`src/source/i2c_pkg.sv`:
```
package i2c_pkg;

    localparam int BYTE_W    = 8;
    localparam int MEM_DEPTH = 256;

    // one bus byte, also one memory word
    typedef logic [BYTE_W-1:0] byte_t;

    // word pointer into the register memory
    typedef logic [$clog2(MEM_DEPTH)-1:0] mem_addr_t;

    // 7-bit target address as it appears on the bus
    typedef logic [6:0] bus_addr_t;

    // counts bits of a byte, 0..8
    typedef logic [3:0] bit_idx_t;

    localparam bus_addr_t TARGET_ADDR = 7'h50;

endpackage
```
`src/source/i2c_target_top.sv`:
```
`timescale 1ns/1ps

module i2c_target_top (
    input  logic clk_in,
    input  logic rstn,
    input  logic scl,
    input  logic sda_in,
    output logic sda_drive_low,
    output logic int_o
);

    import i2c_pkg::*;

    logic      scl_rise;
    logic      scl_fall;
    logic      start_det;
    logic      stop_det;
    logic      sda_sync;
    logic      capture_en;
    logic      tx_load;
    logic      tx_bit;
    logic      drive_ack;
    logic      drive_data;
    logic      ram_we;
    bit_idx_t  tx_bit_idx;
    byte_t     rx_byte;
    byte_t     ram_rdata;
    byte_t     ram_wdata;
    mem_addr_t ram_addr;

    i2c_bus_sampler i_sampler (
        .clk_in    (clk_in),
        .rstn      (rstn),
        .scl       (scl),
        .sda_in    (sda_in),
        .scl_rise  (scl_rise),
        .scl_fall  (scl_fall),
        .start_det (start_det),
        .stop_det  (stop_det),
        .sda_sync  (sda_sync)
    );

    i2c_byte_shifter i_shifter (
        .clk_in     (clk_in),
        .rstn       (rstn),
        .capture_en (capture_en),
        .sda_sync   (sda_sync),
        .tx_load    (tx_load),
        .tx_byte    (ram_rdata),
        .tx_bit_idx (tx_bit_idx),
        .rx_byte    (rx_byte),
        .tx_bit     (tx_bit)
    );

    i2c_target_fsm i_fsm (
        .clk_in     (clk_in),
        .rstn       (rstn),
        .scl_rise   (scl_rise),
        .scl_fall   (scl_fall),
        .start_det  (start_det),
        .stop_det   (stop_det),
        .sda_sync   (sda_sync),
        .rx_byte    (rx_byte),
        .ram_rdata  (ram_rdata),
        .capture_en (capture_en),
        .tx_load    (tx_load),
        .tx_bit_idx (tx_bit_idx),
        .drive_ack  (drive_ack),
        .drive_data (drive_data),
        .ram_we     (ram_we),
        .ram_addr   (ram_addr),
        .ram_wdata  (ram_wdata),
        .int_o      (int_o)
    );

    byte_ram i_ram (
        .clk_in    (clk_in),
        .ram_we    (ram_we),
        .ram_addr  (ram_addr),
        .ram_wdata (ram_wdata),
        .ram_rdata (ram_rdata)
    );

    // open drain, only ever pull low
    assign sda_drive_low = drive_ack | (drive_data & ~tx_bit);

endmodule

```
`src/source/i2c_target_fsm.sv`:
```
`timescale 1ns/1ps

module i2c_target_fsm (
    input  logic                clk_in,
    input  logic                rstn,
    input  logic                scl_rise,
    input  logic                scl_fall,
    input  logic                start_det,
    input  logic                stop_det,
    input  logic                sda_sync,
    input  i2c_pkg::byte_t      rx_byte,
    input  i2c_pkg::byte_t      ram_rdata,
    output logic                capture_en,
    output logic                tx_load,
    output i2c_pkg::bit_idx_t   tx_bit_idx,
    output logic                drive_ack,
    output logic                drive_data,
    output logic                ram_we,
    output i2c_pkg::mem_addr_t  ram_addr,
    output i2c_pkg::byte_t      ram_wdata,
    output logic                int_o
);

    import i2c_pkg::*;

    typedef enum logic [2:0] {
        st_idle,
        st_addr,
        st_addr_ack,
        st_write,
        st_write_ack,
        st_read,
        st_read_ack
    } fsm_state_t;

    fsm_state_t state;
    bit_idx_t   bit_cnt;
    bus_addr_t  rx_addr;
    mem_addr_t  ptr;
    logic       rw;           // 1 = read transfer
    logic       ack_on;
    logic       ptr_set;      // word pointer written in this transfer
    logic       wr_pending;   // full write byte in rx_byte
    logic       addr_match;
    logic       last_bit;
    logic       store_byte;
    logic       read_done;
    logic       int_reg;

    assign rx_addr    = rx_byte[BYTE_W-1:1];
    assign addr_match = (rx_addr == TARGET_ADDR);
    assign last_bit   = (bit_cnt == bit_idx_t'(BYTE_W - 1));

    assign store_byte = wr_pending && ptr_set;
    assign read_done  = (state == st_read) && scl_fall && last_bit;

    assign capture_en = scl_rise && (state == st_addr || state == st_write);
    assign tx_bit_idx = bit_cnt;
    assign drive_ack  = ack_on;
    assign drive_data = (state == st_read);
    assign ram_we     = store_byte;
    assign ram_addr   = ptr;
    assign ram_wdata  = rx_byte;
    assign int_o      = int_reg;

    always_ff @(posedge clk_in or negedge rstn) begin
        if (!rstn) begin
            state      <= st_idle;
            bit_cnt    <= '0;
            rw         <= 1'b0;
            ack_on     <= 1'b0;
            ptr_set    <= 1'b0;
            wr_pending <= 1'b0;
            tx_load    <= 1'b0;
        end else begin
            wr_pending <= 1'b0;
            tx_load    <= 1'b0;
            if (wr_pending) begin
                ptr_set <= 1'b1;
            end

            if (start_det) begin          // repeated start too
                state   <= st_addr;
                bit_cnt <= '0;
                ack_on  <= 1'b0;
                ptr_set <= 1'b0;
            end else if (stop_det) begin  // partial byte is dropped
                state  <= st_idle;
                ack_on <= 1'b0;
            end else begin
                case (state)
                    st_idle: begin
                        bit_cnt <= '0;
                    end
                    st_addr, st_write: begin
                        if (scl_rise) begin
                            if (last_bit) begin
                                bit_cnt <= '0;
                                if (state == st_addr) begin
                                    state <= st_addr_ack;
                                end else begin
                                    state      <= st_write_ack;
                                    wr_pending <= 1'b1;
                                end
                            end else begin
                                bit_cnt <= bit_cnt + 1'b1;
                            end
                        end
                    end
                    st_addr_ack: begin
                        if (!ack_on && !addr_match) begin
                            state <= st_idle;     // not ours, stay silent
                        end else if (scl_fall) begin
                            if (!ack_on) begin
                                ack_on  <= 1'b1;
                                rw      <= rx_byte[0];
                                tx_load <= rx_byte[0];  // first read byte
                            end else begin
                                ack_on <= 1'b0;
                                state  <= rw ? st_read : st_write;
                            end
                        end
                    end
                    st_write_ack: begin
                        if (scl_fall) begin
                            ack_on <= !ack_on;
                            if (ack_on) begin
                                state <= st_write;
                            end
                        end
                    end
                    st_read: begin
                        if (scl_fall) begin
                            if (last_bit) begin
                                bit_cnt <= '0;
                                state   <= st_read_ack;   // release for master ack
                            end else begin
                                bit_cnt <= bit_cnt + 1'b1;
                            end
                        end
                    end
                    st_read_ack: begin
                        if (scl_rise) begin
                            if (sda_sync) begin
                                state <= st_idle;         // nack ends the read
                            end else begin
                                tx_load <= 1'b1;          // next byte
                            end
                        end else if (scl_fall) begin
                            state <= st_read;
                        end
                    end
                    default: state <= st_idle;
                endcase
            end
        end
    end

    // word pointer and sticky wrap interrupt
    always_ff @(posedge clk_in or negedge rstn) begin
        if (!rstn) begin
            ptr     <= '0;
            int_reg <= 1'b0;
        end else if (wr_pending && !ptr_set) begin
            ptr <= rx_byte;
        end else if (store_byte || read_done) begin
            ptr <= ptr + 1'b1;
            if (ptr == '1) begin
                int_reg <= 1'b1;
            end
        end
    end

    a_drive_excl: assert property (
        @(posedge clk_in) disable iff (!rstn)
        !(drive_ack && drive_data)
    );

    // data drive only exists in st_read, the ack has to be gone too
    a_idle_quiet: assert property (
        @(posedge clk_in) disable iff (!rstn)
        (state == st_idle) |-> !drive_ack
    );

    // loaded bytes come from written memory
    a_rdata_known: assert property (
        @(posedge clk_in) disable iff (!rstn)
        tx_load |-> !$isunknown(ram_rdata)
    );

endmodule

```
`src/source/byte_ram.sv`:
```
`timescale 1ns/1ps

module byte_ram (
    input  logic                clk_in,
    input  logic                ram_we,
    input  i2c_pkg::mem_addr_t  ram_addr,
    input  i2c_pkg::byte_t      ram_wdata,
    output i2c_pkg::byte_t      ram_rdata
);

    import i2c_pkg::*;

    byte_t mem [MEM_DEPTH];

    // single port, read data holds during a write
    always_ff @(posedge clk_in) begin
        if (ram_we) begin
            mem[ram_addr] <= ram_wdata;
        end else begin
            ram_rdata <= mem[ram_addr];
        end
    end

endmodule

```
`src/source/i2c_byte_shifter.sv`:
```
`timescale 1ns/1ps

module i2c_byte_shifter (
    input  logic               clk_in,
    input  logic               rstn,
    input  logic               capture_en,
    input  logic               sda_sync,
    input  logic               tx_load,
    input  i2c_pkg::byte_t     tx_byte,
    input  i2c_pkg::bit_idx_t  tx_bit_idx,
    output i2c_pkg::byte_t     rx_byte,
    output logic               tx_bit
);

    import i2c_pkg::*;

    byte_t tx_shadow;

    // receive side, msb first
    always_ff @(posedge clk_in or negedge rstn) begin
        if (!rstn) begin
            rx_byte <= '0;
        end else if (capture_en) begin
            rx_byte <= {rx_byte[BYTE_W-2:0], sda_sync};
        end
    end

    // transmit copy of the memory word
    always_ff @(posedge clk_in) begin
        if (tx_load) begin
            tx_shadow <= tx_byte;
        end
    end

    // msb at index 0, inverting the low bits gives BYTE_W-1-idx
    // out of range index leaves the line released
    always_comb begin
        if (tx_bit_idx < bit_idx_t'(BYTE_W)) begin
            tx_bit = tx_shadow[~tx_bit_idx[$clog2(BYTE_W)-1:0]];
        end else begin
            tx_bit = 1'b1;
        end
    end

endmodule

```
`src/source/i2c_bus_sampler.sv`:
```
`timescale 1ns/1ps

module i2c_bus_sampler (
    input  logic clk_in,
    input  logic rstn,
    input  logic scl,
    input  logic sda_in,
    output logic scl_rise,
    output logic scl_fall,
    output logic start_det,
    output logic stop_det,
    output logic sda_sync
);

    logic scl_s1, scl_s2, scl_s3;
    logic sda_s1, sda_s2, sda_s3;

    // bus idles high, so the sync chain resets to 1
    always_ff @(posedge clk_in or negedge rstn) begin
        if (!rstn) begin
            scl_s1    <= 1'b1;
            scl_s2    <= 1'b1;
            scl_s3    <= 1'b1;
            sda_s1    <= 1'b1;
            sda_s2    <= 1'b1;
            sda_s3    <= 1'b1;
            scl_rise  <= 1'b0;
            scl_fall  <= 1'b0;
            start_det <= 1'b0;
            stop_det  <= 1'b0;
        end else begin
            scl_s1 <= scl;
            scl_s2 <= scl_s1;
            scl_s3 <= scl_s2;     // history for edges
            sda_s1 <= sda_in;
            sda_s2 <= sda_s1;
            sda_s3 <= sda_s2;

            scl_rise  <= scl_s2 & ~scl_s3;
            scl_fall  <= ~scl_s2 & scl_s3;
            start_det <= scl_s2 & sda_s3 & ~sda_s2;   // sda falls, scl high
            stop_det  <= scl_s2 & ~sda_s3 & sda_s2;   // sda rises, scl high
        end
    end

    assign sda_sync = sda_s2;

    // sda must not move on a rising scl
    a_sda_setup: assert property (
        @(posedge clk_in) disable iff (!rstn)
        !((start_det || stop_det) && scl_rise)
    );

endmodule

```
`config.mk`:
```
export PLATFORM = sky130hd
export DESIGN_NAME = i2c_target_top
export DESIGN_NICKNAME = d
export VERILOG_FILES = /design/src/source/i2c_pkg.sv /design/src/source/i2c_target_top.sv /design/src/source/i2c_target_fsm.sv /design/src/source/byte_ram.sv /design/src/source/i2c_byte_shifter.sv /design/src/source/i2c_bus_sampler.sv
export SDC_FILE = /design/constraint.sdc
export NUM_CORES = 2
export LEC_CHECK = 0
export BUFFER_PORTS_ARGS = -buffer_cell sky130_fd_sc_hd__buf_2
export CAP_MARGIN = 20
export CORE_MARGIN = 1.5
export CORE_UTILIZATION = 30
export CTS_CLUSTER_SIZE = 20
export DETAILED_ROUTE_END_ITERATION = 16
export HOLD_SLACK_MARGIN = 0.03
export PLACE_DENSITY = 0.55
export REMOVE_ABC_BUFFERS = 1
export SETUP_SLACK_MARGIN = 0.05
export SLEW_MARGIN = 20
export SYNTH_ARGS = -nofsm -noshare
export SYNTH_HDL_FRONTEND = slang
export SYNTH_SLANG_ARGS = --single-unit
```
`constraint.sdc`:
```
create_clock -name clk_in -period 9.7 [get_ports clk_in]
set_input_delay 0 -clock clk_in [delete_from_list [all_inputs] [get_ports clk_in]]
set_output_delay 0 -clock clk_in [all_outputs]
set_load 0.01 [all_outputs]
```
# == Word-level counts from Yosys, hierarchy flattened ==
# Memory sizes are Yosys's and may differ from the RTL's. A register that Yosys moved wholly into a read port is not among the register bits.
# Cells that the tools add are included.
# Widths: inputs -> output; s select.
# word_totals
romBits,0
wordCells,146
reg_bits,47
latchBits,0
ram_bits,2048
input_bits,4
memories,1
# mem_list
name,depth,width,rd,rd_clocked_by_memory_dff,wr,line_no,text
i_ram.mem,256,8,1,1,1,byte_ram.sv:13,byte_t mem [MEM_DEPTH];
# op_classes
add_sub_neg,2
n_mul,0
order_cmp,2
bitwise,19
div_mod_pow,0
shift,0
n_eq_ne,25
muxes,53
n_reduce_logical,23
# ops
op,count
$mux 3,16
$mux 1,25
$mux 4,5
$pmux 3 s6,1
$mux 8,2
$ne 4x4->1 const B,4
$pmux 4 s3,1
$reduce_and 11->1,1
$ne 5x5->1 const B,2
$not 1->1,10
$eq 3x3->1 const B,3
$add 8x1->8 const B,1
$eq 8x8->1 const B,1
$ne 4x1->1 const B,2
$ne 4x3->1 const B,2
$reduce_and 4->1,2
$reduce_bool 4->1,2
$and 1x1->1,7
$eq 7x7->1 const B,1
$eq 3x2->1 const B,2
$logic_and 1x1->1,6
$ne 3x3->1 const B,2
$reduce_and 6->1,1
$ne 5x3->1 const B,1
other kinds (18),24

# == Longest topological paths before layout ==
# depth
word_depth,7
ltp_mapped,10
mapped_depth_nobuf,7

# == Cells and area by module ==
# From an unflattened synthesis, not the netlist that was laid out.
# unflattened
hier_cells,3754
hier_area_um2,80838.8
# by_module_without_submodules
module,n_inst,cells_per_inst,area_each_um2,seq_area_each_um2
byte_ram,1,3545,78534.1,61739.2
i2c_target_fsm,1,161,1387.6,525.5
i2c_byte_shifter,1,32,615.6,440.4
i2c_bus_sampler,1,14,290.3,257.7
i2c_target_top,1,2,11.3,0.0

# == Least setup slack after synthesis ==
# No wires, ideal clock.
# synth_timing
kind,register -> register
from,register i_shifter.rx_byte[1]
to,register i_fsm.state[2]
setup_time_ps,125
required_time_ps,9575
stages_incl_launch_ff,7
setup_slack_ps,4631
n_path_buf,0
t_arrival_ps,4943
period_less_slack_ps,5069
path_cell_list,dfrtp_1 -> nand4bb_1 -> nor4_1 -> o21a_1 -> a2111oi_4 -> a21oi_1 -> a2111oi_0
# synth_via
elab_chain_cells,7
word_cells_on_any_way,10
classes_between,3 x eq/ne; 4 x mux; 3 x reduce/logical
# synth_lines
element,line_no,text
start: declaration,i2c_byte_shifter.sv:11,"output i2c_pkg::byte_t rx_byte,"
start signal: assignment,i2c_byte_shifter.sv:24,"rx_byte <= {rx_byte[BYTE_W-2:0], sda_sync};"
$eq 7x7->1 (*),i2c_target_fsm.sv:51,assign addr_match = (rx_addr == TARGET_ADDR);
$logic_not 1->1 (*),i2c_target_fsm.sv:111,if (!ack_on && !addr_match) begin
$logic_and 1x1->1 (*),i2c_target_fsm.sv:111,
$mux 3,i2c_target_fsm.sv:111,
$pmux 3 s6,i2c_target_fsm.sv:91,case (state)
$mux 3,i2c_target_fsm.sv:87,end else if (stop_det) begin
$mux 3,i2c_target_fsm.sv:82,if (start_det) begin
end signal: assignment,i2c_target_fsm.sv:83,state <= st_addr;
end signal: assignment,i2c_target_fsm.sv:88,state <= st_idle;
end signal: assignment,i2c_target_fsm.sv:112,state <= st_idle;
end: declaration,i2c_target_fsm.sv:36,fsm_state_t state;
# Every way passes the cells marked *; elsewhere a longest branch is shown, timed or not.
# A chain may end at the register's enable or synchronous reset.

==> results.json <==
{
  "io_pins": 6,
  "clkSlewWorstSetupHoldPaths_ps": 60,
  "clk_latency_ps": 860,
  "grt_util_all_layers_pct": 14.47,
  "hpwlAfterDp_um": 110900,
  "postPlaceCellArea_mm2": 0.08491,
  "fin_crit_sh_pct": 50.93,
  "critPathSlowestCell": "dfrtp_4",
  "worst_slew_pin_slew_ps": 1221,
  "grt_overflow": 0,
  "ctsResizeCount": 0,
  "leakage_nw": 27.21,
  "required_ps": 10270,
  "fin_setup_tns_ps": 0,
  "crit_path_end_kind": "flip-flop",
  "via_per_inst": 5.063,
  "hold_slack_ps": 354.2,
  "layout.area.seq_mm2": 0.06300,
  "crit_arrival_ps": 5510,
  "cts_buffer_depth": 3,
  "antenna_found_initial": 4,
  "initial_core_util_pct": 30.12,
  "cp_max_fo": 88,
  "ys_warn_count": 0,
  "design_area_mm2": 0.09148,
  "finalSetupViolCount": 0,
  "portBuffers": 5,
  "synth.area.mux_share_pct": 14.52,
  "peakVddDrop_mv": 0.1937,
  "cts_root_buffer": "clkbuf_16",
  "n_fill_cell": 24947,
  "rsz0062_at_grt": "false",
  "route.detailed.drc": 0,
  "ys_seq_area_share_pct": 78.09,
  "status": "complete, no violations",
  "numCtsBuffers": 207,
  "syn_area_mm2": 0.08062,
  "synth_cell_types": 48,
  "finalHoldViolations": 0,
  "cts_sinks": 2103,
  "final_cell_mix": "edfxtp_1 (2,064), mux4_2 (514), nor2_1 (268)",
  "postSynthAreaPerCell_um2": 21.64,
  "core_mm2": 0.2677,
  "critPathTopFamily": "buffers and inverters",
  "gp_congestion": 0.7722,
  "ant_nets": 0,
  "grt_pass1_vias": 38808,
  "synth_cells": 3726,
  "path_cells": "buf_12 -> buf_4 -> mux4_2 -> a22oi_1 -> a21oi_1 -> o41ai_1 -> nand4_1",
  "grt_max_degree": 212,
  "synth_flop_cell": "edfxtp_1",
  "async_reset_ff_share_pct": 1.854,
  "synth_top_family_by_area": "multiplexers",
  "drv_cap": 0,
  "initialDrtViolationCount": 3963,
  "multiInputGateArea_mm2": 0.01676,
  "hold_path_class": "primary input to flip-flop",
  "drive_gt1_share_pct": 23.72,
  "nets": 3790,
  "report.final.slew_viol_count": 0,
  "cp.buffers_inverters": 2,
  "grt_pass1_wl_um": 286100,
  "syn_to_final_growth_pct": 13.46,
  "postCtsHoldBufs": 7,
  "cts_tree": "built",
  "synth_compound_area_share_pct": 3.866,
  "post_cts_buffers": 0,
  "p_per_area_mw_per_mm2": 216.1,
  "max_slew_margin_pct": 18.33,
  "rows": 190,
  "start_kind": "flip-flop",
  "synthXorXnorAreaFrac_pct": 0.05432,
  "htreeDepth": 4,
  "finalCriticalPeriod_ps": 4940,
  "layout_commonest_cell": "edfxtp_1",
  "drt-wirelength-per-cell_um": 26.42,
  "synthSimpleGateAreaFrac_pct": 2.017,
  "die_area_mm2": 0.2719,
  "synth_edf_count": 2064,
  "fp.dieH_um": 521.4,
  "die_w_um": 521.4,
  "vias": 38026,
  "routed_wl_um": 198400,
  "ys_ff_latch": 2103,
  "first_pass_iters": 5,
  "crit_path_max_incr_delay_ps": 980,
  "crit_type": "flip-flop to flip-flop",
  "synth_fa_ha_area_share_pct": 0.07759,
  "timing.fmax_ghz": 0.2024,
  "skew_ps": 46.51,
  "total_power_mw": 19.77
}
final cells by class:
class,instances,area share (%)
Inverter,6,0.02462
Clock inverter,121,1.138
Timing Repair Buffer,81,0.8836
Clock buffer,258,5.883
Antenna cell,7,0.01915
Tap cell,3552,4.858
Multi-Input combinational cell,1382,18.32
Sequential cell,2103,68.87
final timing paths:
check                                                   start                                to  slack (ps)  cells past startpoint
worst max register to register  i_fsm.ram_addr[0]$_DFFE_PN0P_      i_ram.ram_rdata[5]$_DFFE_PN_        4760                      7
worst min-delay path                                      scl        i_sampler.scl_s1$_DFF_PN1_         350                      3
min in group asynchronous                                rstn      i_sampler.sda_sync$_DFF_PN1_         370                      3
max in group asynchronous                                rstn  i_shifter.rx_byte[1]$_DFFE_PN0P_        9070                      4
worst max-delay path            i_fsm.ram_addr[0]$_DFFE_PN0P_      i_ram.ram_rdata[5]$_DFFE_PN_        4760                      7
worst min register to register     i_sampler.sda_s1$_DFF_PN1_      i_sampler.sda_sync$_DFF_PN1_         360                      0
synth_stat cells (3+ instances only):
| master | instances | area (µm²) |
|---|---|---|
| buf_2 | 34 | 170.2 |
| nand2b_1 | 9 | 56.30 |
| mux4_2 | 514 | 11580 |
| o22ai_1 | 3 | 18.77 |
| clkbuf_1 | 151 | 566.8 |
| or2_2 | 3 | 18.77 |
| nor2b_1 | 10 | 62.56 |
| a21o_1 | 3 | 22.52 |
| dfrtp_1 | 33 | 825.8 |
| mux2_2 | 9 | 101.4 |
| a22oi_1 | 256 | 1922 |
| mux2i_1 | 3 | 30.03 |
| o21a_1 | 3 | 22.52 |
| nand4_1 | 9 | 56.30 |
| and3b_1 | 3 | 26.28 |
| o21ai_0 | 12 | 60.06 |
| a21oi_1 | 137 | 685.7 |
| nor2_1 | 272 | 1021 |
| nor3_1 | 5 | 25.02 |
| buf_6 | 12 | 135.1 |
| a31oi_1 | 3 | 18.77 |
| o41ai_1 | 32 | 280.3 |
| nand2_1 | 52 | 195.2 |
| edfxtp_1 | 2064 | 61980 |
| and2_1 | 3 | 18.77 |
| and3_1 | 4 | 25.02 |
| inv_1 | 6 | 22.52 |
| buf_4 | 18 | 135.1 |
| nand3_1 | 10 | 50.05 |
| ha_1 | 5 | 62.56 |
| xor2_1 | 4 | 35.03 |
| dfstp_2 | 6 | 157.7 |
| buf_1 | 20 | 75.07 |
| nand3b_1 | 4 | 30.03 |
power breakdown:
part | leakage [nW] | total, mW | internal [mW] | switching, mW
clock | 3.14 | 7.71 | 4.28 | 3.43
sequential | 19.7 | 11.1 | 10.9 | 0.199
combinational | 4.33 | 0.990 | 0.115 | 0.874
worst min-delay path, delay by kind of cell:
| kind | cells | cell delay [ps] |
|---|---|---|
| buffers and inverters | 3 | 1170 |
cells by family (layout without fill, tap and decap cells):
group,after synthesis,count (layout)
xor gates and xnor gates,5,5
and+or+nand+nor,389,389
DFF,2103,2103
muxes,526,526
adders and majority gates,5,5
AOI/OAI and AO/OA,457,457
buffers and inverters,241,466
other,0,7
metrics by stage:
stage          util (%)  cells  setup slack (ps)
2_1_floorplan         -   3491            -12150
3_3_place_gp      31.71   7115              4234
3_5_place_dp      31.72   7116              4730
4_1_cts           34.15   7502              4694
5_1_grt           34.17   7505              4459
6_report          34.17   7510              4760
state kept, by name, summed over array words and instances, names as in the netlist, 3 cells and up:
register,cells
i_ram.ram_rdata,8
i_fsm.ram_addr,8
i_shifter.tx_shadow,8
i_ram.mem,2048
i_fsm.tx_bit_idx,4
i_shifter.rx_byte,8
i_fsm.state,3
layer usage:
layer | global-route usage (%) | share of wire, % | vias to the layer above
met5 | 0 | 0.012 | -
met4 | 4.453 | 2.6 | 4
met3 | 2.814 | 6.3 | 290
met2 | 22.74 | 48 | 1241
met1 | 20.28 | 43 | 20660
li1 | - | - | 15831
Power figures use the tool's default switching activity.
